$ cat config.mk
export PLATFORM = sky130hd
export DESIGN_NAME = dcache_store_merge
export DESIGN_NICKNAME = d
export VERILOG_FILES = /design/src/design/dcache_pkg.sv /design/src/design/dcache_store_merge.sv
export VERILOG_INCLUDE_DIRS = /design/src /design/src/design
export SDC_FILE = /design/constraint.sdc
export NUM_CORES = 1
export LEC_CHECK = 0
export BUFFER_PORTS_ARGS = -buffer_cell sky130_fd_sc_hd__buf_2
export CAP_MARGIN = 20
export CORE_MARGIN = 8
export CORE_UTILIZATION = 46
export DETAILED_ROUTE_END_ITERATION = 12
export PLACE_DENSITY = 0.87
export SYNTH_ARGS = -nofsm -noshare
export SYNTH_HDL_FRONTEND = slang
export SYNTH_SLANG_ARGS = --single-unit
$ cat constraint.sdc
create_clock -name vclk -period 5.6
set_input_delay 0.28 -clock vclk [all_inputs]
set_output_delay 0.28 -clock vclk [all_outputs]
set_load 0.1 [all_outputs]
$ cat src/design/dcache_config.svh
// cache geometry and bus tag widths for the data cache; include before the package and any RTL
`ifndef DCACHE_CONFIG_SVH
`define DCACHE_CONFIG_SVH

// address split, 23 + 6 + 3
`define DC_XLEN         32
`define DC_TAG_BITS     23
`define DC_INDEX_BITS   6
`define DC_OFFSET_BITS  3

// one line is a 64-bit double word
`define DC_LINE_BITS    64
`define DC_LINES        64

// memory transaction tags, tag 0 means no transaction
`define DC_MEM_TAGS     16
`define DC_BUS_TAG_BITS 4

`endif

$ cat src/design/dcache_pkg.sv
// shared types for the data cache: bus and size encodings, processor/memory/response structs
`default_nettype none
`include "dcache_config.svh"

package dcache_pkg;

    // bus command, none when idle
    typedef enum logic [1:0] {
        BUS_NONE  = 2'd0,
        BUS_LOAD  = 2'd1,
        BUS_STORE = 2'd2
    } bus_cmd_e;

    typedef enum logic [1:0] {
        MEM_BYTE   = 2'd0,
        MEM_HALF   = 2'd1,
        MEM_WORD   = 2'd2,
        MEM_DOUBLE = 2'd3
    } mem_size_e;

    typedef enum logic {
        ST_IDLE = 1'b0,
        ST_MISS = 1'b1 // waiting for memory to accept the line load
    } ctrl_state_e;

    typedef struct packed {
        logic [`DC_XLEN-1:0]      addr;
        logic [`DC_LINE_BITS-1:0] data;    // store data, low bytes used for narrow sizes
        bus_cmd_e                 command;
        mem_size_e                size;
    } proc_req_t;

    typedef struct packed {
        logic [`DC_XLEN-1:0]      addr;
        logic [`DC_LINE_BITS-1:0] data;
        bus_cmd_e                 command;
    } mem_req_t;

    typedef struct packed {
        logic                       hit;
        logic [`DC_LINE_BITS-1:0]   hit_data;
        logic [`DC_BUS_TAG_BITS-1:0] data_tag;      // nonzero when a load refill returns
        logic [`DC_BUS_TAG_BITS-1:0] data_response; // tag handed out for an accepted miss
    } cache_resp_t;

    // one outstanding miss
    typedef struct packed {
        logic                     valid;
        logic [`DC_XLEN-1:0]      addr;
        mem_size_e                size;
        logic [`DC_LINE_BITS-1:0] data;
        logic                     is_store;
    } mshr_entry_t;

    // line coming back from memory
    typedef struct packed {
        logic                        valid;
        logic [`DC_INDEX_BITS-1:0]   index;
        logic [`DC_TAG_BITS-1:0]     tag;
        logic [`DC_LINE_BITS-1:0]    line;     // raw memory data
        logic                        is_store;
        logic [`DC_BUS_TAG_BITS-1:0] mem_tag;
    } refill_t;

endpackage

`default_nettype wire

$ cat src/design/dcache_store_merge.sv
// byte-lane merge of store data into a 64-bit line, used for hit stores and refill stores
`default_nettype none
`include "dcache_config.svh"

module dcache_store_merge (
    input  logic [`DC_LINE_BITS-1:0]   line,
    input  logic [`DC_LINE_BITS-1:0]   wdata,  // store data, right aligned
    input  dcache_pkg::mem_size_e      size,
    input  logic [`DC_OFFSET_BITS-1:0] offset, // byte offset in the line, aligned to size
    output logic [`DC_LINE_BITS-1:0]   merged
);

    always_comb begin
        merged = line;
        case (size)
            dcache_pkg::MEM_BYTE: begin
                merged[{offset, 3'b000} +: 8] = wdata[7:0];
            end
            dcache_pkg::MEM_HALF: begin
                merged[{offset[2:1], 4'b0000} +: 16] = wdata[15:0]; // low offset bit ignored
            end
            dcache_pkg::MEM_WORD: begin
                merged[{offset[2], 5'b00000} +: 32] = wdata[31:0];
            end
            default: begin
                merged = wdata; // double covers the whole line
            end
        endcase
    end

endmodule

`default_nettype wire

==> run metrics <==
Final Wtd Congestion 0.953; WL met2 6120 um; Netlist cell types 46; critical path required time 5.32 ns; Setup Buffers After CTS 0; Total Neg Setup Slack 0 ns; hold_buf cts 0; largest net degree at the start of global routing 42; FF+latch count 0; Worst Hold Class in2out; status completed; via total after detailed routing 4056; layout cell share with drive strength beyond 1 44.3%; WHS 1.02 ns; WL final 13300 um; final instance area 0.00357 mm^2; synthesized netlist cell count 382; port buffer count 197; Die H 91.3 um; Final Setup Violations 0; Die ar. 0.00833 mm^2; gr usage total 28.8%; RSZ-0062 raised after global routing no; worst-margin pin slew 1.11 ns; DR top layer met4; vias per cell 6.57; vias in the first global route 4157; I/O pin cnt 197; Reg area 0 um^2; global-route wire length before repair 20500 um; Synth Net Count 523; Lkg Pwr 1.83 nW; global route overflow 0; CLK BUF 0; WL per Instance 21.5 um; MaxCap Viol Count 0; post-route setup slack 1.71 ns; DR DRC count 0; M1 wire length 4940 um; sequential element share of the synthesized area 0%; Core ar. 0.00547 mm^2; Area Growth Syn to Fin 36.9%; DR iter-0 viols 523; initial antenna violation count 1; pwr dens 203 mW/mm^2; met3 routed WL 1610 um; crit share post-route 69.5%; Worst setup EP type output pin; post-layout util 65.2%; slew margin rel. 25.9%; Nets 687; row cnt 27; Synth warnings 0; Post-DRT Antenna Nets 0; Slew Limit Fails 0; Worst VDD drop 0.000164 V; worst-path maximum fanout 30; Fin. Hold Viols 0; Post-CTS Resized 0; CP Class in2out; FILL cells 510; syn_area_per_cell 6.82 um^2; Setup Slack @ Placement 1.79 ns; number of iterations in the first detailed-routing pass 7; WP data arrival 3.61 ns; CP startpoint kind primary input; fin crit period 3.89 ns; synthesized area 0.00260 mm^2; die width 91.3 um; fmax 257 MHz; dpl hpwl 10200 um; Initial Util 47.6%; DP Area 0.00356 mm^2
final cells by class:
cell class / instances / area (um^2) / share of cell area (%)
antenna: 1 / 2.50 / 0.0702
inverter: 14 / 52.6 / 1.47
multi-input combinational: 328 / 2400 / 67.2
tap: 72 / 90.1 / 2.53
timing repair buffer: 202 / 1020 / 28.7
cells in the final DEF (no fill, tap or decap), types with 2 or more instances in the layout:
master / n
mux2_2: 30
a221o_1: 8
a21o_1: 33
o21ai_0: 25
nor2_1: 26
a22oi_1: 8
ha_1: 8
mux2i_1: 16
nand2b_1: 2
nor3_2: 2
o22a_1: 8
o22ai_1: 8
nor4_2: 2
a21boi_1: 9
inv_1: 13
buf_2: 197
nand2_1: 46
nand3_1: 9
a21oi_1: 15
o21ai_1: 2
nor2b_1: 9
a222oi_1: 31
a31oi_1: 3
a22o_1: 8
buf_4: 5
worst max-delay path, cell delays in order:
cell and delay [ns]:
buf_2 0.58, ha_1 0.28, clkinv_1 0.51, nor4_2 1.03, a222oi_1 0.27, a21oi_1 0.20
buf_2 0.45
per-stage QoR:
stage          std cells  total power (W)
3_3_place_gp         615         0.000709
5_1_grt              617         0.000751
3_5_place_dp         616         0.000718
6_report             617         0.000723
4_1_cts              616         0.000719
2_1_floorplan        382         0.000568
power breakdown:
group,leakage [nW],switching [W],internal [W],total [W]
combinational,1.83,0.000565,0.000158,0.000723
clock,0.00000634,0,0.0000000000239,0.0000000000239
sequential,0,0,0,0
cell families after synthesis:
group	after synthesis	synth area share (%)
compound gates	163	47.3
buf+inv	54	8.17
simple gates	111	21.6
fa+ha+maj	8	3.84
mux	46	19.1
synthesized netlist by cell type (all sizes together), types with 2 or more instances:
master	n	area, um^2
a22o	8	70.1
o22ai	8	50.1
o21ai	27	135
nor4bb	2	20.0
nor3	3	25.0
ha	8	100
nor2	26	97.6
a221o	8	80.1
clkbuf	29	109
nand2	46	173
a21boi	9	67.6
nand3	9	45.0
a21oi	15	75.1
a222oi	31	310
o22a	8	70.1
a22oi	8	60.1
a31oi	3	18.8
inv	13	48.8
a21o	33	248
nor4	3	31.3
nor2b	9	56.3
mux2	30	338
buf	11	51.3
nand2b	2	12.5
mux2i	16	160
final timing paths:
path | end | cells past startpoint | from
worst max-delay path | merged[60] | 7 | offset[2]
worst min-delay path | merged[26] | 4 | line[26]
metal layers:
metal | up-vias | GRT usage [%]
li1 | 1826 | -
met1 | 1811 | 33.3
met2 | 361 | 47.8
met3 | 58 | 6.83
met4 | 0 | 16.2
met5 | - | 0
(Power assumes the default switching activity.)
