--- src/design/dcache_config.svh ---
// cache geometry and bus tag widths for the data cache; include before the package and any RTL
`ifndef DCACHE_CONFIG_SVH
`define DCACHE_CONFIG_SVH

// address split, 23 + 6 + 3
`define DC_XLEN         32
`define DC_TAG_BITS     23
`define DC_INDEX_BITS   6
`define DC_OFFSET_BITS  3

// one line is a 64-bit double word
`define DC_LINE_BITS    64
`define DC_LINES        64

// memory transaction tags, tag 0 means no transaction
`define DC_MEM_TAGS     16
`define DC_BUS_TAG_BITS 4

`endif

--- src/design/dcache_pkg.sv ---
// shared types for the data cache: bus and size encodings, processor/memory/response structs
`default_nettype none
`include "dcache_config.svh"

package dcache_pkg;

    // bus command, none when idle
    typedef enum logic [1:0] {
        BUS_NONE  = 2'd0,
        BUS_LOAD  = 2'd1,
        BUS_STORE = 2'd2
    } bus_cmd_e;

    typedef enum logic [1:0] {
        MEM_BYTE   = 2'd0,
        MEM_HALF   = 2'd1,
        MEM_WORD   = 2'd2,
        MEM_DOUBLE = 2'd3
    } mem_size_e;

    typedef enum logic {
        ST_IDLE = 1'b0,
        ST_MISS = 1'b1 // waiting for memory to accept the line load
    } ctrl_state_e;

    typedef struct packed {
        logic [`DC_XLEN-1:0]      addr;
        logic [`DC_LINE_BITS-1:0] data;    // store data, low bytes used for narrow sizes
        bus_cmd_e                 command;
        mem_size_e                size;
    } proc_req_t;

    typedef struct packed {
        logic [`DC_XLEN-1:0]      addr;
        logic [`DC_LINE_BITS-1:0] data;
        bus_cmd_e                 command;
    } mem_req_t;

    typedef struct packed {
        logic                       hit;
        logic [`DC_LINE_BITS-1:0]   hit_data;
        logic [`DC_BUS_TAG_BITS-1:0] data_tag;      // nonzero when a load refill returns
        logic [`DC_BUS_TAG_BITS-1:0] data_response; // tag handed out for an accepted miss
    } cache_resp_t;

    // one outstanding miss
    typedef struct packed {
        logic                     valid;
        logic [`DC_XLEN-1:0]      addr;
        mem_size_e                size;
        logic [`DC_LINE_BITS-1:0] data;
        logic                     is_store;
    } mshr_entry_t;

    // line coming back from memory
    typedef struct packed {
        logic                        valid;
        logic [`DC_INDEX_BITS-1:0]   index;
        logic [`DC_TAG_BITS-1:0]     tag;
        logic [`DC_LINE_BITS-1:0]    line;     // raw memory data
        logic                        is_store;
        logic [`DC_BUS_TAG_BITS-1:0] mem_tag;
    } refill_t;

endpackage

`default_nettype wire

--- src/design/dcache_lookup.sv ---
// stage 1 of the data cache: splits the address, compares tags and searches in-flight misses
`default_nettype none
`include "dcache_config.svh"

module dcache_lookup (
    input  dcache_pkg::proc_req_t                         req,
    input  logic [`DC_TAG_BITS-1:0]                       line_tag,   // tag at req index
    input  logic                                          line_valid,
    input  logic [`DC_MEM_TAGS-1:0]                       mshr_valid,
    input  logic [`DC_MEM_TAGS-1:0][`DC_XLEN-1:0]         mshr_addr,
    input  logic                                          refill_busy,
    output logic                                          hit,
    output logic                                          store_hit,  // write enable for hit store
    output logic                                          miss,
    output logic                                          in_flight,
    output logic [`DC_INDEX_BITS-1:0]                     index,
    output logic [`DC_TAG_BITS-1:0]                       tag,
    output logic [`DC_OFFSET_BITS-1:0]                    offset
);

    logic access;    // load or store present
    logic tag_match;

    // { tag | index | offset }
    assign tag    = req.addr[`DC_XLEN-1 -: `DC_TAG_BITS];
    assign index  = req.addr[`DC_OFFSET_BITS +: `DC_INDEX_BITS];
    assign offset = req.addr[`DC_OFFSET_BITS-1:0];

    assign access = (req.command == dcache_pkg::BUS_LOAD) ||
                    (req.command == dcache_pkg::BUS_STORE);
    assign tag_match = line_valid && (line_tag == tag);

    // a returning refill owns the array this cycle
    assign hit       = access && tag_match && !refill_busy;
    assign store_hit = hit && (req.command == dcache_pkg::BUS_STORE);
    assign miss      = access && !tag_match;

    // same line already requested, refuse the duplicate
    always_comb begin
        in_flight = 1'b0;
        for (int i = 0; i < `DC_MEM_TAGS; i++) begin
            if (mshr_valid[i] &&
                mshr_addr[i][`DC_XLEN-1:`DC_OFFSET_BITS] ==
                req.addr[`DC_XLEN-1:`DC_OFFSET_BITS]) begin
                in_flight = 1'b1;
            end
        end
    end

endmodule

`default_nettype wire

--- config.mk ---
export PLATFORM = sky130hd
export DESIGN_NAME = dcache_lookup
export DESIGN_NICKNAME = d
export VERILOG_FILES = /design/src/design/dcache_pkg.sv /design/src/design/dcache_lookup.sv
export VERILOG_INCLUDE_DIRS = /design/src /design/src/design
export SDC_FILE = /design/constraint.sdc
export NUM_CORES = 1
export LEC_CHECK = 0
export CORE_AREA = 2 2 266 268
export DETAILED_ROUTE_END_ITERATION = 6
export DIE_AREA = 0 0 268 270
export DONT_BUFFER_PORTS = 1
export GPL_TIMING_DRIVEN = 0
export PLACE_DENSITY = 0.3
export SETUP_SLACK_MARGIN = 0.02
export SYNTH_ARGS = -nofsm -noshare
export SYNTH_HDL_FRONTEND = slang
export SYNTH_SLANG_ARGS = --single-unit
--- constraint.sdc ---
create_clock -name vclk -period 2.5
set_input_delay 0.375 -clock vclk [all_inputs]
set_output_delay 0.375 -clock vclk [all_outputs]
set_load 0.02 [all_outputs]
==> impl_metrics.tcl <==
set metrics [dict create \
    start_util_pct 8.661 \
    dp.cells 1698 \
    cap_viol_max_count 0 \
    fin_tns_setup_ns -0.4073 \
    stdcell_count 1733 \
    netlist_area_um2 6023 \
    io_buffers 0 \
    seq_power_share_pct 0 \
    crit_path_end_kind "output port" \
    hold_violations 0 \
    setup_viol 1 \
    intPower_mw 0.6661 \
    critPathKind "primary input to output port" \
    critPathTopFamily "simple AND/OR/NAND/NOR gates" \
    vias_per_cell 3.515 \
    crit_fanout 8 \
    synth.avg_cell_area_um2 7.978 \
    timing.fmax_ghz 0.3440 \
    rsz0062_at_grt "true" \
    grt_pass1_wl_um 66850 \
    grt_use_total_pct 14.44 \
    nFlopsAndLatches 0 \
    ios 689 \
    fillers 8029 \
    seq_area_um2 0 \
    dp_hpwl_um 44820 \
    cpMostUsedCell "nor4_1" \
    fp.dieArea_um2 72360 \
    pre_cts_ws_ns -1.575 \
    start_kind "primary input" \
    gp_congestion 0.7969 \
    vias 6092 \
    antenna_found_initial 4 \
    die_w_um 268 \
    grt_pass1_vias 6509 \
    syn-num-nets 1409 \
    status "finished, violations left" \
    row_count 97 \
    drc 0 \
    final_nets 1447 \
    grt_start_max_net_pins 11 \
    grt_remaining_overflow 0 \
    ant_nets 0 \
    setup_slack_ns -0.4073 \
    drive_gt1_share_pct 22.38 \
    min_period_ns 2.907 \
    maxSlewViolCount 0 \
    p_comb_share_pct 100.0 \
    peakVddDrop_uv 101.8 \
    required_ns 2.12 \
    cp_slowest_cell "nor4_1" \
    core_area_um2 69540 \
    relSlewSlack_pct 44.47 \
    yosysSeqAreaShare_pct 0 \
    path_cells "buf_12, xor2_1, nor4_1, nand3_1, nor4_1, nor4_4, nand4_1" \
    wl_per_cell_um 31.88 \
    final.period_utilization_pct 116.3 \
    worstMarginPinSlew_ns 0.8253 \
    crit_buf_inv 1 \
    clkbuf_count 0 \
    dr.pass1.iters 5 \
    min_path_type "primary input to output port" \
    die_h_um 270 \
    drt_wl_total_um 55250 \
    cpPeakStageDelay_ns 0.71 \
    synth.distinct_cells 16 \
    drt_iter0_markers 446 \
    ys_warn_count 0 \
    worstPathArrival_ns 2.53 \
    clkPwrFrac_pct 0 \
    area_growth_pct 41.98 \
    power.static_leakage_nw 2.846 \
    hold_ws_ns 0.7932 \
    synthCells 755 \
    p_sw_mw 0.8971 \
    switching_share_pct 57.39 \
    violations "negative setup slack" \
    power_density_nw_per_um2 182.8 \
]
-- stage by stage --
stage | area (um2) | util, % | power [mW]
after CTS | 8348 | 12.00 | 1.580
final | 8552 | 12.30 | 1.563
after global placement | 7199 | 10.35 | 1.351
after global routing | 8547 | 12.29 | 1.679
after floorplan | 6023 | - | 0.8805
after detailed placement | 7238 | 10.41 | 1.366
-- cell usage after synthesis --
master     instances  area, um2
a2111oi_0          2      17.52
and2_1             1      6.260
buf_2             25      125.1
buf_4             57      427.9
buf_6              8      90.09
ha_1               1      12.51
inv_1              3      11.26
nand3_1           14      70.07
nand4_1           52      325.3
nor2b_1            1      6.260
nor3_4             1      16.27
nor4_1           102      638.1
o2111ai_1          2      17.52
or3_4              1      11.26
xnor2_1          151       1323
xor2_1           334       2925
-- power groups by stage --
stage	clock, mW	combinational (mW)	sequential (mW)
final	0.000000107	1.56	0
after global routing	0	1.68	0
after CTS	0	1.58	0
after detailed placement	0	1.37	0
after global placement	0	1.35	0
after floorplan	0	0.881	0
-- cells in the final DEF, fill, tap and decap left out, drive strengths merged --
master   synthesis  final
buf             90    125
or3              1      1
and2             1      1
nand4           52     52
diode            0      2
a2111oi          2      2
nor4           102    102
o2111ai          2      2
xnor2          151    151
ha               1      1
clkbuf           0      1
xor2           334    334
nand3           14     14
nor2b            1      1
inv              3      3
nor3             1      1
-- cells by family (layout without fill, tap and decap cells) --
| family | after synthesis | in the layout | synth area share [%] |
|---|---|---|---|
| XOR/XNOR | 485 | 485 | 70.52 |
| AND/OR/NAND/NOR | 172 | 172 | 17.82 |
| buffers and inverters | 93 | 129 | 10.86 |
| AO/OA/AOI/OAI | 4 | 4 | 0.5817 |
| adder cells (fa/ha/maj) | 1 | 1 | 0.2077 |
| other | 0 | 2 | 0 |
-- repair_timing --
| action | CTS | global route |
|---|---|---|
| gates resized for setup | 183 | 18 |
| pin swaps | 40 | 21 |
| hold buffers | 0 | 0 |
| setup endpoints to repair | 3 | 2 |
| setup buffers | 22 | 11 |
-- path summary, 6_finish.rpt --
| path | slack (ns) | start | depth (start not counted) | endpoint |
|---|---|---|---|---|
| setup / recovery | -0.41 | req[89] | 7 | in_flight |
| hold / removal | 0.79 | refill_busy | 1 | hit |
-- cell type report --
type                            instances  area (um2)  share of cell area, %
Timing Repair Buffer                   36       327.8                  3.833
Antenna cell                            2       5.005                0.05852
Buffer                                 90        1160                  13.56
Multi-Input combinational cell        662        5872                  68.66
Tap cell                              940        1176                  13.75
Inverter                                3       11.26                 0.1317
-- per-layer routing --
layer  vias up  part of all wire, %  wire length, um  global-route usage (%)
met2       428                   49            27010                   25.50
li1       2606                    -                -                       -
met1      3028                   44            24180                   19.06
met4         0                  1.4              761                   1.676
met5         -                    0                0                       0
met3        30                  6.0             3301                   1.842
Power figures use the tool's default switching activity.
