## config.mk

```make
export PLATFORM = sky130hd
export DESIGN_NAME = dcache_ctrl
export DESIGN_NICKNAME = d
export VERILOG_FILES = /design/src/design/dcache_pkg.sv /design/src/design/dcache_ctrl.sv
export VERILOG_INCLUDE_DIRS = /design/src /design/src/design
export SDC_FILE = /design/constraint.sdc
export NUM_CORES = 1
export LEC_CHECK = 0
export BUFFER_PORTS_ARGS = -buffer_cell sky130_fd_sc_hd__clkbuf_2
export CAP_MARGIN = 25
export CORE_AREA = 3 3 207 209
export DETAILED_ROUTE_END_ITERATION = 8
export DIE_AREA = 0 0 210 212
export GPL_ROUTABILITY_DRIVEN = 0
export GPL_TIMING_DRIVEN = 0
export SETUP_SLACK_MARGIN = 0.1
export SYNTH_ARGS = -nofsm -noshare
export SYNTH_HDL_FRONTEND = slang
export SYNTH_SLANG_ARGS = --single-unit
```

## constraint.sdc

```tcl
create_clock -name clk -period 2.99 [get_ports clk]
set_input_delay 0.598 -clock clk [delete_from_list [all_inputs] [get_ports clk]]
set_output_delay 0.598 -clock clk [all_outputs]
set_load 0.005 [all_outputs]
```

## src/design/dcache_config.svh

```systemverilog
// cache geometry and bus tag widths for the data cache; include before the package and any RTL
`ifndef DCACHE_CONFIG_SVH
`define DCACHE_CONFIG_SVH

// address split, 23 + 6 + 3
`define DC_XLEN         32
`define DC_TAG_BITS     23
`define DC_INDEX_BITS   6
`define DC_OFFSET_BITS  3

// one line is a 64-bit double word
`define DC_LINE_BITS    64
`define DC_LINES        64

// memory transaction tags, tag 0 means no transaction
`define DC_MEM_TAGS     16
`define DC_BUS_TAG_BITS 4

`endif

```

## src/design/dcache_pkg.sv

```systemverilog
// shared types for the data cache: bus and size encodings, processor/memory/response structs
`default_nettype none
`include "dcache_config.svh"

package dcache_pkg;

    // bus command, none when idle
    typedef enum logic [1:0] {
        BUS_NONE  = 2'd0,
        BUS_LOAD  = 2'd1,
        BUS_STORE = 2'd2
    } bus_cmd_e;

    typedef enum logic [1:0] {
        MEM_BYTE   = 2'd0,
        MEM_HALF   = 2'd1,
        MEM_WORD   = 2'd2,
        MEM_DOUBLE = 2'd3
    } mem_size_e;

    typedef enum logic {
        ST_IDLE = 1'b0,
        ST_MISS = 1'b1 // waiting for memory to accept the line load
    } ctrl_state_e;

    typedef struct packed {
        logic [`DC_XLEN-1:0]      addr;
        logic [`DC_LINE_BITS-1:0] data;    // store data, low bytes used for narrow sizes
        bus_cmd_e                 command;
        mem_size_e                size;
    } proc_req_t;

    typedef struct packed {
        logic [`DC_XLEN-1:0]      addr;
        logic [`DC_LINE_BITS-1:0] data;
        bus_cmd_e                 command;
    } mem_req_t;

    typedef struct packed {
        logic                       hit;
        logic [`DC_LINE_BITS-1:0]   hit_data;
        logic [`DC_BUS_TAG_BITS-1:0] data_tag;      // nonzero when a load refill returns
        logic [`DC_BUS_TAG_BITS-1:0] data_response; // tag handed out for an accepted miss
    } cache_resp_t;

    // one outstanding miss
    typedef struct packed {
        logic                     valid;
        logic [`DC_XLEN-1:0]      addr;
        mem_size_e                size;
        logic [`DC_LINE_BITS-1:0] data;
        logic                     is_store;
    } mshr_entry_t;

    // line coming back from memory
    typedef struct packed {
        logic                        valid;
        logic [`DC_INDEX_BITS-1:0]   index;
        logic [`DC_TAG_BITS-1:0]     tag;
        logic [`DC_LINE_BITS-1:0]    line;     // raw memory data
        logic                        is_store;
        logic [`DC_BUS_TAG_BITS-1:0] mem_tag;
    } refill_t;

endpackage

`default_nettype wire

```

## src/design/dcache_ctrl.sv

```systemverilog
// idle/miss controller: picks the memory command, allocates misses and registers the response
`default_nettype none
`include "dcache_config.svh"

module dcache_ctrl (
    input  logic                           clk,
    input  logic                           reset,
    input  dcache_pkg::proc_req_t          req,
    input  logic                           hit,
    input  logic                           miss,
    input  logic                           in_flight,
    input  logic [`DC_LINE_BITS-1:0]       read_line,
    input  dcache_pkg::refill_t            refill,
    input  logic                           evict_valid,
    input  logic [`DC_XLEN-1:0]            evict_addr,
    input  logic [`DC_LINE_BITS-1:0]       evict_data,
    input  logic [`DC_BUS_TAG_BITS-1:0]    mem_response, // 0 = refused, else assigned tag
    output dcache_pkg::mem_req_t           mem_req,
    output logic                           alloc,
    output dcache_pkg::cache_resp_t        resp
);

    dcache_pkg::ctrl_state_e state, next_state;
    dcache_pkg::cache_resp_t next_resp;
    logic                    load_ret; // load refill returning this cycle

    assign load_ret = refill.valid && !refill.is_store;

    // next state and bus command
    always_comb begin
        next_state      = state;
        alloc           = 1'b0;
        mem_req.addr    = '0;
        mem_req.data    = '0;
        mem_req.command = dcache_pkg::BUS_NONE;

        if (evict_valid) begin
            mem_req.addr    = evict_addr; // write-back wins over the miss load
            mem_req.data    = evict_data;
            mem_req.command = dcache_pkg::BUS_STORE;
        end

        case (state)
            dcache_pkg::ST_IDLE: begin
                // in-flight line or pending write-back is refused, response stays 0
                if (miss && !in_flight && !evict_valid) next_state = dcache_pkg::ST_MISS;
            end
            dcache_pkg::ST_MISS: begin
                if (!evict_valid) begin
                    mem_req.addr    = {req.addr[`DC_XLEN-1:`DC_OFFSET_BITS],
                                       {`DC_OFFSET_BITS{1'b0}}};
                    mem_req.command = dcache_pkg::BUS_LOAD; // whole line, store merged on return
                    if (mem_response != '0) begin
                        alloc      = 1'b1;
                        next_state = dcache_pkg::ST_IDLE;
                    end
                end
            end
            default: next_state = dcache_pkg::ST_IDLE;
        endcase
    end

    // response for next cycle
    always_comb begin
        next_resp.hit           = hit;
        next_resp.hit_data      = load_ret ? refill.line : read_line;
        next_resp.data_tag      = load_ret ? refill.mem_tag : '0;
        next_resp.data_response = alloc ? mem_response : '0;
    end

    always_ff @(posedge clk or posedge reset) begin
        if (reset) begin
            state <= dcache_pkg::ST_IDLE;
            resp  <= '0;
        end else begin
            state <= next_state;
            resp  <= next_resp;
        end
    end

endmodule

`default_nettype wire

```

==> results.json <==
{
  "status": "complete, no violations",
  "met2_usage_pct": 17.7,
  "slew_headroom_pct": 52.1,
  "synth_area_per_cell_um2": 12.7,
  "p_comb_share_pct": 24.5,
  "p_sw_w": 0.000777,
  "critPathCaptureType": "primary output",
  "cts-root-buf": "clkbuf_16",
  "r2r_slack_ps": 1700,
  "max_freq_mhz": 390,
  "cts_tree": "yes",
  "drc_errors": 0,
  "yosys_warnings": 0,
  "dp.final_hpwl_um": 19000,
  "viasPerCell": 3.15,
  "start_kind": "input port",
  "clk_latency_ps": 350,
  "pin_count": 541,
  "dr.pass1.iters": 4,
  "grt_usage_pct": 9.09,
  "area_growth_pct": 90.7,
  "r2r_cells": 4,
  "synth_area_um2": 3550,
  "intPower_w": 0.00221,
  "cts_hold_buf": 0,
  "cts_setup_buffers": 0,
  "nFillCells": 4612,
  "clock-sinks": 74,
  "swShare_pct": 26.0,
  "grt_pass1_wl_um": 27600,
  "met1_usage_pct": 6.91,
  "yosysTopAreaCellShare_pct": 52.1,
  "synth_seq_cells": 74,
  "critPathMaxFanout": 10,
  "grt.overflow.total": 0,
  "cp.arrival_ps": 1970,
  "power_frac_seq_pct": 37.3,
  "setup_tns_ps": 0,
  "die_area_um2": 44500,
  "ys_seq_area_share_pct": 52.1,
  "rows": 74,
  "reg2reg_to": "resp[1]$_DFF_PP0_",
  "die_h_um": 212,
  "dpl-instance-area_um2": 6440,
  "hp-class": "in2async",
  "setup_violations": 0,
  "ctsResizeCount": 0,
  "use_met3_pct": 4.91,
  "global_route.peak_usage_layer": "met2",
  "power.total_w": 0.00299,
  "wl_per_cell_um": 16.6,
  "first_global_vias": 4243,
  "yosys.area.top_type": "dfrtp_1",
  "die_x_um": 210,
  "nets": 1099,
  "cts_buffer_depth": 2,
  "antenna_found_initial": 20,
  "grt_max_degree": 44,
  "fin_crit_sh_pct": 85.8,
  "ys_types": 17,
  "num_vias": 4010,
  "portBuffers": 439,
  "tightest_slew_ps": 719,
  "path_clk_slew_ps": 60,
  "min_period_ps": 2560,
  "leakagePower_nw": 3.66,
  "hold_violations": 0,
  "yosys-top-cells-area": "dfrtp_1, mux2_2, and2_1",
  "cts_max_level": 3,
  "routed_wl_um": 21100,
  "r2r-start": "state$_DFF_PP0_",
  "final.setup_skew_ps": 0.292,
  "p_clk_share_pct": 38.2,
  "worstPathRequired_ps": 2390,
  "rsz0062_at_grt": "no",
  "cap_violations": 0,
  "peakVddDrop_v": 0.000170,
  "numCtsBuffers": 9,
  "postSynthCellCount": 279,
  "syn_nets": 648,
  "powerDensity_nw_per_um2": 441,
  "drt_iter0_markers": 148,
  "setup.worst_path.class": "in2out",
  "slew_viol_final": 0,
  "ant_nets": 0,
  "start_util_pct": 8.66,
  "layout-drive-gt1-share_pct": 72.7,
  "final_area_um2": 6770,
  "core_area_um2": 41000
}
-- critical path, cell delays in order --
cell and delay [ps]:
buf_2 260, clkbuf_1 590, a22o_1 260, clkbuf_2 230
-- routing by layer --
| metal | routed length [um] | vias up |
|---|---|---|
| li1 | - | 1847 |
| met1 | 5980 | 1784 |
| met2 | 11400 | 308 |
| met3 | 2650 | 51 |
| met4 | 970 | 20 |
| met5 | 132 | - |
-- placed cells by master (no fill, tap or decap) --
| cell | n |
|---|---|
| mux2_4 | 16 |
| buf_16 | 1 |
| nand2b_4 | 1 |
| a2bb2oi_1 | 1 |
| bufinv_16 | 2 |
| o21ai_0 | 1 |
| and2_1 | 72 |
| nor2_1 | 4 |
| mux2_2 | 48 |
| buf_6 | 4 |
| clkbuf_2 | 439 |
| clkbuf_1 | 12 |
| or4_1 | 1 |
| clkbuf_16 | 9 |
| nor2b_1 | 1 |
| clkinv_2 | 2 |
| inv_4 | 1 |
| buf_2 | 10 |
| clkinv_4 | 1 |
| dfrtp_1 | 74 |
| a22o_1 | 28 |
| nor3b_1 | 1 |
| diode_2 | 7 |
| inv_1 | 4 |
| nand2_1 | 2 |
-- synthesized netlist by cell type --
master / instances
nand2_1: 2
buf_2: 10
dfrtp_1: 74
buf_6: 4
a22o_1: 28
nand2b_4: 1
a2bb2oi_1: 1
inv_1: 5
o21ai_0: 1
or4_1: 1
mux2_4: 16
nor3b_1: 1
nor2b_1: 1
and2_1: 72
clkbuf_1: 10
mux2_2: 48
nor2_1: 4
-- kinds of logic after synthesis --
logic type	after synthesis	synth area share, %
AND/OR/NAND/NOR	82	14.3
flip-flops	74	52.1
multiplexers	64	22.0
AO/OA/AOI/OAI	30	7.29
buffers and inverters	29	4.26
-- per-stage QoR --
stage | setup WS [ps] | std cells | hold WS [ps] | utilization, %
CTS | 259 | 1267 | 235 | 16.5
global route | 273 | 1269 | 259 | 16.5
floorplan | 510 | 279 | 519 | -
global placement | -484 | 1250 | 688 | 15.6
detailed placement | 266 | 1251 | 627 | 15.7
finish | 425 | 1274 | 252 | 16.5
-- worst max path at each step --
stage	from	endpoint	slack [ps]
final	evict_valid	mem_req[73]	430
after global routing	evict_valid	mem_req[73]	270
after CTS	evict_valid	mem_req[73]	260
after detailed placement	evict_valid	mem_req[73]	270
after global placement	reset	state$_DFF_PP0_	-480
after floorplan	reset	resp[0]$_DFF_PP0_	510
-- power by group through the flow --
| stage | Sequential, W | Combinational, W | Clock, W |
|---|---|---|---|
| final | 0.00111 | 0.000734 | 0.00114 |
| after global routing | 0.00112 | 0.000808 | 0.00125 |
| after CTS | 0.00112 | 0.000758 | 0.00121 |
| after detailed placement | 0.00114 | 0.000754 | 0 |
| after global placement | 0.00114 | 0.000742 | 0 |
| after floorplan | 0.00113 | 0.000279 | 0 |
-- flip-flops by register name (all words and copies together) (netlist names) --
name   count
resp      73
state      1
-- final cells by class --
cell class	instances	area, um2	area share [%]
repair buffers	440	2220	32.8
flip-flops and latches	74	1850	27.3
multi-input cells	176	1550	22.9
well taps	532	666	9.83
clock buffers	11	233	3.44
plain buffers	24	133	1.96
clock inverters	5	78.8	1.16
inverters	5	21.3	0.314
diodes	7	17.5	0.259
Note: power is estimated with default switching activity, not from simulation.
