## src/design/dcache_config.svh

```systemverilog
// cache geometry and bus tag widths for the data cache; include before the package and any RTL
`ifndef DCACHE_CONFIG_SVH
`define DCACHE_CONFIG_SVH

// address split, 23 + 6 + 3
`define DC_XLEN         32
`define DC_TAG_BITS     23
`define DC_INDEX_BITS   6
`define DC_OFFSET_BITS  3

// one line is a 64-bit double word
`define DC_LINE_BITS    64
`define DC_LINES        64

// memory transaction tags, tag 0 means no transaction
`define DC_MEM_TAGS     16
`define DC_BUS_TAG_BITS 4

`endif

```

## src/design/dcache_pkg.sv

```systemverilog
// shared types for the data cache: bus and size encodings, processor/memory/response structs
`default_nettype none
`include "dcache_config.svh"

package dcache_pkg;

    // bus command, none when idle
    typedef enum logic [1:0] {
        BUS_NONE  = 2'd0,
        BUS_LOAD  = 2'd1,
        BUS_STORE = 2'd2
    } bus_cmd_e;

    typedef enum logic [1:0] {
        MEM_BYTE   = 2'd0,
        MEM_HALF   = 2'd1,
        MEM_WORD   = 2'd2,
        MEM_DOUBLE = 2'd3
    } mem_size_e;

    typedef enum logic {
        ST_IDLE = 1'b0,
        ST_MISS = 1'b1 // waiting for memory to accept the line load
    } ctrl_state_e;

    typedef struct packed {
        logic [`DC_XLEN-1:0]      addr;
        logic [`DC_LINE_BITS-1:0] data;    // store data, low bytes used for narrow sizes
        bus_cmd_e                 command;
        mem_size_e                size;
    } proc_req_t;

    typedef struct packed {
        logic [`DC_XLEN-1:0]      addr;
        logic [`DC_LINE_BITS-1:0] data;
        bus_cmd_e                 command;
    } mem_req_t;

    typedef struct packed {
        logic                       hit;
        logic [`DC_LINE_BITS-1:0]   hit_data;
        logic [`DC_BUS_TAG_BITS-1:0] data_tag;      // nonzero when a load refill returns
        logic [`DC_BUS_TAG_BITS-1:0] data_response; // tag handed out for an accepted miss
    } cache_resp_t;

    // one outstanding miss
    typedef struct packed {
        logic                     valid;
        logic [`DC_XLEN-1:0]      addr;
        mem_size_e                size;
        logic [`DC_LINE_BITS-1:0] data;
        logic                     is_store;
    } mshr_entry_t;

    // line coming back from memory
    typedef struct packed {
        logic                        valid;
        logic [`DC_INDEX_BITS-1:0]   index;
        logic [`DC_TAG_BITS-1:0]     tag;
        logic [`DC_LINE_BITS-1:0]    line;     // raw memory data
        logic                        is_store;
        logic [`DC_BUS_TAG_BITS-1:0] mem_tag;
    } refill_t;

endpackage

`default_nettype wire

```

## src/design/dcache_mshr.sv

```systemverilog
// table of outstanding misses indexed by memory tag; allocates on accept, frees on returning data
`default_nettype none
`include "dcache_config.svh"

module dcache_mshr (
    input  logic                                  clk,
    input  logic                                  reset,
    input  logic                                  alloc,       // strobe from controller
    input  logic [`DC_BUS_TAG_BITS-1:0]           alloc_tag,   // tag memory just assigned
    input  dcache_pkg::proc_req_t                 req,
    input  logic [`DC_BUS_TAG_BITS-1:0]           mem_tag,     // nonzero on a return beat
    input  logic [`DC_LINE_BITS-1:0]              mem_data,
    output logic [`DC_MEM_TAGS-1:0]               mshr_valid,
    output logic [`DC_MEM_TAGS-1:0][`DC_XLEN-1:0] mshr_addr,
    output dcache_pkg::refill_t                   refill,
    output dcache_pkg::mshr_entry_t               refill_slot, // size, offset, data for merging
    output logic                                  refill_busy
);

    logic [`DC_MEM_TAGS-1:0]  slot_valid;
    dcache_pkg::mshr_entry_t  slots [`DC_MEM_TAGS]; // payload only
    dcache_pkg::mshr_entry_t  cur;                  // slot named by mem_tag

    always_comb begin
        cur       = slots[mem_tag];
        cur.valid = slot_valid[mem_tag];
    end

    assign refill_busy = (mem_tag != '0) && cur.valid;
    assign refill_slot = cur;
    assign mshr_valid  = slot_valid;

    always_comb begin
        for (int i = 0; i < `DC_MEM_TAGS; i++) begin
            mshr_addr[i] = slots[i].addr;
        end
    end

    // refill descriptor rebuilt from the stored address
    always_comb begin
        refill.valid    = refill_busy;
        refill.index    = cur.addr[`DC_OFFSET_BITS +: `DC_INDEX_BITS];
        refill.tag      = cur.addr[`DC_XLEN-1 -: `DC_TAG_BITS];
        refill.line     = mem_data;
        refill.is_store = cur.is_store;
        refill.mem_tag  = mem_tag;
    end

    always_ff @(posedge clk or posedge reset) begin
        if (reset) begin
            slot_valid <= '0;
        end else begin
            if (refill_busy) slot_valid[mem_tag] <= 1'b0; // freed on return
            if (alloc)       slot_valid[alloc_tag] <= 1'b1;
        end
    end

    always_ff @(posedge clk) begin
        if (alloc) begin
            slots[alloc_tag].addr     <= req.addr;
            slots[alloc_tag].size     <= req.size;
            slots[alloc_tag].data     <= req.data;
            slots[alloc_tag].is_store <= (req.command == dcache_pkg::BUS_STORE);
        end
    end

endmodule

`default_nettype wire

```

## config.mk

```make
export PLATFORM = sky130hd
export DESIGN_NAME = dcache_mshr
export DESIGN_NICKNAME = d
export VERILOG_FILES = /design/src/design/dcache_pkg.sv /design/src/design/dcache_mshr.sv
export VERILOG_INCLUDE_DIRS = /design/src /design/src/design
export SDC_FILE = /design/constraint.sdc
export NUM_CORES = 1
export LEC_CHECK = 0
export CORE_MARGIN = 4
export CORE_UTILIZATION = 52
export CTS_BUF_LIST = sky130_fd_sc_hd__clkbuf_2
export DETAILED_ROUTE_END_ITERATION = 8
export DONT_BUFFER_PORTS = 1
export GPL_TIMING_DRIVEN = 0
export PLACE_DENSITY = 0.64
export SETUP_SLACK_MARGIN = 0.2
export SLEW_MARGIN = 10
export SYNTH_ARGS = -nofsm -noshare
export SYNTH_HDL_FRONTEND = slang
export SYNTH_SLANG_ARGS = --single-unit
```

## constraint.sdc

```tcl
create_clock -name clk -period 3.7 [get_ports clk]
set_clock_uncertainty 0.05 [all_clocks]
set_input_delay 0.185 -clock clk [delete_from_list [all_inputs] [get_ports clk]]
set_output_delay 0.185 -clock clk [all_outputs]
set_load 0.03 [all_outputs]
```

==> metrics.md, run 1 <==
| Metric | Value |
|---|---|
| Number of cells on the worst reg-to-reg path | 4 |
| Routability congestion estimate | 0.963 |
| DR pass1 iterations | 5 |
| Ys flop type | edfxtp_1 |
| Slew at the pin with the worst max-slew slack | between 1 and 1.5 ns |
| TritonCTS clock tree | done |
| Maximum vdd drop | ~0.34 mV |
| Mean post-synth cell area | a little over 20 um2 |
| Root Driver | clkbuf_2 |
| DR DRC count | 0 |
| CP Capture Type | primary output |
| Failing checks | setup timing |
| Pwr Total | 35.9 mW |
| Synth cell types | 26 |
| Final Util | 0.636 |
| Startpoint types | register |
| Setup TNS | -0.138 ns |
| GRT Residual Overflow | 0 |
| Die Area | between 100000 and 150000 um2 |
| Worst Hold End | mshr_valid[5]$_DFF_PP0_ |
| Share of the synthesized area in the top cell type | 0.737 |
| Hold path depth | 5 |
| Synthesis-stage register bit count | 1600 |
| Initial Util | 0.523 |
| Clock sink total | 1600 |
| H-tree depth | 5 |
| Endpoints failing setup | 1 |
| Max-slew violations | 0 |
| Routed WL per cell | about 35 um |
| Arrival @ worst endpoint | ~3.6 ns |
| Post-synthesis sequential area ratio | 0.743 |
| Top-count cell post-synth | edfxtp_1 |
| Slew margin rel. | 0.187 |
| RSZ-0062 raised after global routing | yes |
| Status | complete, but fails checks |
| Synth warn | 0 |
| CP Class | register to primary output |
| Hold_sp | alloc_tag[3] |
| Worst-Skew Late Latency | approximately 1.7 ns |
| Initial DRC Count | just under 5000 |
| PnR worst setup slack | -0.138 ns |
| Data required, critical path | ~3.5 ns |
| Clock slew at reported path FFs | approximately 0.11 ns |
| Antenna violations before repair | 30 |
| Synth cell count leaders | edfxtp_1, buf_4, mux4_2 |
| Die extent in x | between 300 and 400 um |
| Final Hold Violating Endpoints | 0 |
| Layout Nets | 4305 |
| Cts bufs inserted | just over 400 |
| WL final | approximately 210000 um |
| First-pass GRT wire length | slightly below 300000 um |
| Worst R2R End | mshr_valid[4]$_DFF_PP0_ |
| Core footprint | approximately 120000 um2 |
| DR vias | approximately 37000 |
| Detailed Place HPWL | 149000 um |
| Ys async rst share | 0.0100 |
| Leak | ~27 nW |
| Global-route usage over all layers | 0.321 |
| Critical Path Fanout Max | 3 |
| Max-Cap Viols | 0 |
| Syn_nets | 3300 |
| Hold Path Class | input pin to register |
| Via-to-Cell Ratio | around 6.0 |
| Top cells by area, synth | edfxtp_1, mux4_2, buf_4 |
| Yosys top cell by area | edfxtp_1 |
| Tmin final | around 3.8 ns |
| Peak Freq | approximately 260 MHz |
| Area grow syn2layout | 21.6% |
| Mapped Cells | roughly 3100 |
| Cell row count | approximately 130 |
| RR Startpoint | mshr_valid[4]$_DFF_PP0_ |
| Number of flops mapped to enable cells by yosys | ~1600 |
| Post-Syn Area | approximately 65000 um2 |
| Post-route clock period utilization | 1.04 |
| Clock Tree Buf Depth | 4 |
| Routed Antenna Nets | 0 |
| Die Ht | approximately 360 um |
| R2R Setup Slk | ~1.6 ns |
| Vias in the first global route | between 30000 and 40000 |
| Port Buf Inserts | 0 |
| Layout cells sized above 1 | 0.505 |
| Pin count of the biggest net entering global routing | 23 |
| Power Dens Cells | 457 nW/um2 |
| IO Pins | ~900 |
metal layers:
metal,vias up,part of all wire,track usage
li1,14361,-,-
met1,19176,0.38,0.432
met2,2569,0.46,0.484
met3,404,0.12,0.121
met4,10,0.036,0.118
met5,-,0.00033,0
power by group:
part,internal [mW],switching (mW)
Clock,4.50,6.93
Combinational,1.40,2.48
Sequential,20.3,0.258
critical path, stage by stage, from the launching register on:
cell	delay, ns
dfrtp_1	0.61
mux2_2	0.25
o22ai_1	0.17
o32ai_4	0.65
buf_6	0.22
cell type report:
| cell class | count | area (um2) |
|---|---|---|
| sequential | 1600 | 48000 |
| fill | 8646 | 44900 |
| multi-input combinational | 776 | 12800 |
| timing repair buffer | 598 | 6690 |
| buffer | 747 | 5490 |
| clock buffer | 580 | 2900 |
| tap | 1637 | 2050 |
| clock inverter | 98 | 520 |
| antenna | 29 | 72.6 |
| inverter | 2 | 7.51 |
layout by cell type, fill, tap and decap left out, drive strengths merged, types with 2 or more instances in the layout:
| cell | instances |
|---|---|
| dfrtp | 16 |
| clkinv | 88 |
| mux2i | 3 |
| nand2b | 11 |
| nor3 | 4 |
| o22ai | 2 |
| bufinv | 5 |
| and2 | 2 |
| inv | 6 |
| diode | 29 |
| buf | 935 |
| mux2 | 2 |
| nand3b | 2 |
| nor2b | 3 |
| a22oi | 198 |
| nor2 | 15 |
| edfxtp | 1584 |
| mux4 | 398 |
| o21ai | 27 |
| or2 | 3 |
| clkbuf | 642 |
| nand2 | 102 |
| dlygate4sd3 | 348 |
how the worst max path moves through the flow:
stage                     depth (start not counted)                endpoint  slack, ns                    start
final                                             4              refill[98]      -0.14  mshr_valid[8]$_DFF_PP0_
after detailed placement                          7         refill_slot[78]      -0.18               mem_tag[1]
after global routing                              4              refill[98]      -0.32  mshr_valid[1]$_DFF_PP0_
after CTS                                         4              refill[98]      -0.35  mshr_valid[1]$_DFF_PP0_
after global placement                            3  slots[4][41]$_DFFE_PP_      -3.63             alloc_tag[1]
after floorplan                                   3   slots[4][0]$_DFFE_PP_      -0.08             alloc_tag[1]
per-stage QoR:
step | std cells | hold slack (ns) | setup slack [ns] | instance area (um2)
final | 6067 | 0.242 | -0.138 | 78600
after CTS | 5998 | 0.0151 | -0.350 | 78200
after global routing | 6046 | 0.109 | -0.322 | 78500
after floorplan | 3125 | 0.0487 | -0.0754 | 64700
after detailed placement | 4867 | 0.150 | -0.184 | 68900
after global placement | 4762 | 0.135 | -3.63 | 66700
cells by family (layout without fill, tap and decap cells):
kind of cell | after synthesis | count (layout) | share of synthesized area
buf+inv | 749 | 2025 | 0.0826
flops | 1600 | 1600 | 0.743
compound gates | 229 | 229 | 0.0257
other cells | 0 | 29 | 0
simple gates | 144 | 144 | 0.00940
mux | 403 | 403 | 0.140
flip-flops by register name (all words and copies together) (netlist names):
register    flops
slots        1584
mshr_valid     16
timing repair:
item                        CTS  global route
hold endpoints to repair   3200             0
pin swaps                   174            32
resized for setup           381             5
setup buffers               105            40
hold buffers                348             0
setup endpoints to repair   132            57
(Power assumes the default switching activity.)
==> run 2, diff against run 1 <==
Settings changed: PLACE_DENSITY 0.64 to default, PLACE_DENSITY_LB_ADDON from default to 0.25.
==> metrics.md, run 2 (synthesis results as in run 1) <==
| Metric | Value |
|---|---|
| Status | complete, no violations |
| Data required, critical path | 3.46 ns (about the same) |
| Max-Cap Viols | 0 (unchanged) |
| Largest register FFs | 1584 (unchanged) |
| Global-route usage over all layers | 0.320 (-0.000706) |
| Port Buf Inserts | 0 (unchanged) |
| Detailed Place HPWL | 148000 um (-0.51%) |
| Cts bufs inserted | 398 (-1.7%) |
| Hold Path Class | input pin to register |
| Routability congestion estimate | 0.935 (-2.8%) |
| WP depth | 4 (unchanged) |
| Max-slew violations | 0 (unchanged) |
| Slowest stage cell, crit path | dfrtp_2 |
| Commonest cells after routing, fill and taps aside | edfxtp_1, buf_4, clkbuf_2 |
| Die extent in x | 360 um (unchanged) |
| First-pass GRT wire length | 291000 um (about the same) |
| Routed Antenna Nets | 0 (unchanged) |
| H-tree depth | 5 (unchanged) |
| Peak Freq | 276 MHz (+5.8%) |
| Post-route clock period utilization | 0.980 (-0.0567) |
| WL final | 211000 um (-0.41%) |
| RSZ-0062 raised after global routing | yes |
| DR pass1 iterations | 6 (+1) |
| Clock sink total | 1600 (unchanged) |
| Via-to-Cell Ratio | 6.13 (+1.8%) |
| IO Pins | 903 (unchanged) |
| Die Area | 130000 um2 (unchanged) |
| Clock slew at reported path FFs | 0.10 ns (about the same) |
| Core footprint | 123000 um2 (unchanged) |
| Cell row count | 129 (unchanged) |
| # fillers | 8628 (-0.21%) |
| Arrival @ worst endpoint | 3.39 ns (-0.21 ns) |
| Worst-Skew Late Latency | 1.66 ns (-0.03 ns) |
| Multi-input gate area | 12300 um2 (-4.1%) |
| Layout cells sized above 1 | 0.474 (-0.0310) |
| Vias in the first global route | 36706 (-0.19%) |
| Hold path depth | 3 (-2) |
| Power Dens Cells | 460 nW/um2 (+0.66%) |
| Crit path buf inv count | 1 (unchanged) |
| Leak | 26.7 nW (-2.0%) |
| Initial Util | 0.523 (unchanged) |
| Initial DRC Count | 4727 (-3.7%) |
| Critical Path Fanout Max | 3 (unchanged) |
| GRT Residual Overflow | 0 (unchanged) |
| Pre-CTS WS | -0.130 ns (+0.0541 ns) |
| Worst Hold End | slots[5][0]$_DFFE_PP_ |
| Endpoints failing setup | 0 (-1) |
| RR Startpoint | mshr_valid[4]$_DFF_PP0_ |
| R2R Setup Slk | 2.21 ns (+0.57 ns) |
| TritonCTS clock tree | done |
| Maximum vdd drop | 0.320 mV (-6.8%) |
| Hold_sp | req[2] |
| Register area | 48000 um2 (about the same) |
| Number of cells on the worst reg-to-reg path | 3 (-1) |
| DR DRC count | 0 (unchanged) |
| Clock Tree Buf Depth | 4 (unchanged) |
| CP peak stage delay | 0.53 ns (-0.12 ns) |
| Slew at the pin with the worst max-slew slack | 1.25 ns (+0.0356 ns) |
| Pin count of the biggest net entering global routing | 23 (unchanged) |
| Startpoint types | register |
| Root Driver | clkbuf_2 |
| Area grow syn2layout | 19.7% |
| Worst R2R End | mshr_valid[4]$_DFF_PP0_ |
| CP Capture Type | primary output |
| Fin Hold WS | 0.282 ns (+0.0405 ns) |
| DR vias | 36521 (+0.0027%) |
| CP Cell Sequence | mux2i_1 > a221o_1 > o32ai_4 > buf_6 |
| Layout Nets | 4221 (-2.0%) |
| Antenna violations before repair | 23 (-23%) |
| CP top delay family | compound AO/OA/AOI/OAI gates |
| PnR worst setup slack | 0.0722 ns (+0.210 ns) |
| Tmin final | 3.63 ns (-0.210 ns) |
| Slew margin rel. | 0.163 (-0.0237) |
| CP Class | register to primary output |
| Routed WL per cell | 35.3 um (+1.4%) |
| Leading cell type in the layout, fill and taps excluded | edfxtp_1 |
| Reg with most FFs | slots |
| Die Ht | 360 um (unchanged) |
| Final Hold Violating Endpoints | 0 (unchanged) |
run 2: cell types whose count changed in the layout (fill, tap and decap cells not counted), moves of 11 or more:
cell	previous run	this run
clkinv_1	74	93
buf_4	742	684
a22oi_1	42	114
nand2_1	3	14
clkbuf_2	582	546
nand2_2	27	46
diode_2	29	13
a22oi_2	156	84
nand2_4	72	42
dlygate4sd3_1	348	335
run 2: routing by layer:
metal | vias to the layer above | share of wire | routed length [um] | track usage
met5 | - | 0.00050 | 105 | 0
met4 | 16 | 0.044 | 9170 | 0.135
li1 | 14192 | - | - | -
met2 | 2769 | 0.46 | 97300 | 0.481
met3 | 416 | 0.13 | 26400 | 0.118
met1 | 19128 | 0.37 | 77700 | 0.427
run 2: worst min-delay path, cell delays in order:
cell,delay (ns)
dlygate4sd3_1,0.53
nor2b_1,0.08
dlygate4sd3_1,0.79
run 2: repair_timing:
action / in CTS / in global routing
endpoints found under the hold margin: 3199 / 0
buffers inserted: 54 / 28
endpoints found under the setup margin: 120 / 46
pin swaps: 85 / 33
hold buffers: 335 / 0
resized for setup: 253 / 10
run 2: layout make-up:
class | instances | area share
repair buffers | 521 | 0.0789
diodes | 13 | 0.000421
clock buffers | 546 | 0.0354
multi-input cells | 776 | 0.159
well taps | 1637 | 0.0265
inverters | 2 | 0.0000971
plain buffers | 747 | 0.0703
flip-flops and latches | 1600 | 0.621
clock inverters | 119 | 0.00816
run 2: worst max-delay path by stage:
stage,startpoint,to
after floorplan,alloc_tag[1],slots[4][0]$_DFFE_PP_
after global placement,alloc_tag[1],slots[1][47]$_DFFE_PP_
after detailed placement,mem_tag[1],refill_slot[86]
after CTS,slots[8][86]$_DFFE_PP_,refill_slot[86]
after global routing,slots[8][86]$_DFFE_PP_,refill_slot[86]
final,mshr_valid[1]$_DFF_PP0_,refill[98]
run 2: metrics by stage:
stage	TNS (ns)	utilization	total power, mW	cells	area [um2]
2_1_floorplan	-22.40	-	22.9	3125	64700
3_3_place_gp	-5160.14	0.540	23.8	4762	66700
3_5_place_dp	-0.165	0.558	23.9	4866	68900
4_1_cts	-1.35	0.624	35.7	5920	77000
5_1_grt	-1.07	0.626	37.0	5953	77300
6_report	0	0.626	35.5	5961	77300
run 2: power by group:
| part | leakage [nW] | total (mW) | switching [mW] | internal, mW |
|---|---|---|---|---|
| combinational | 9.66 | 3.73 | 2.42 | 1.32 |
| clock | 2.57 | 11.2 | 6.86 | 4.37 |
| sequential | 14.5 | 20.6 | 0.252 | 20.3 |
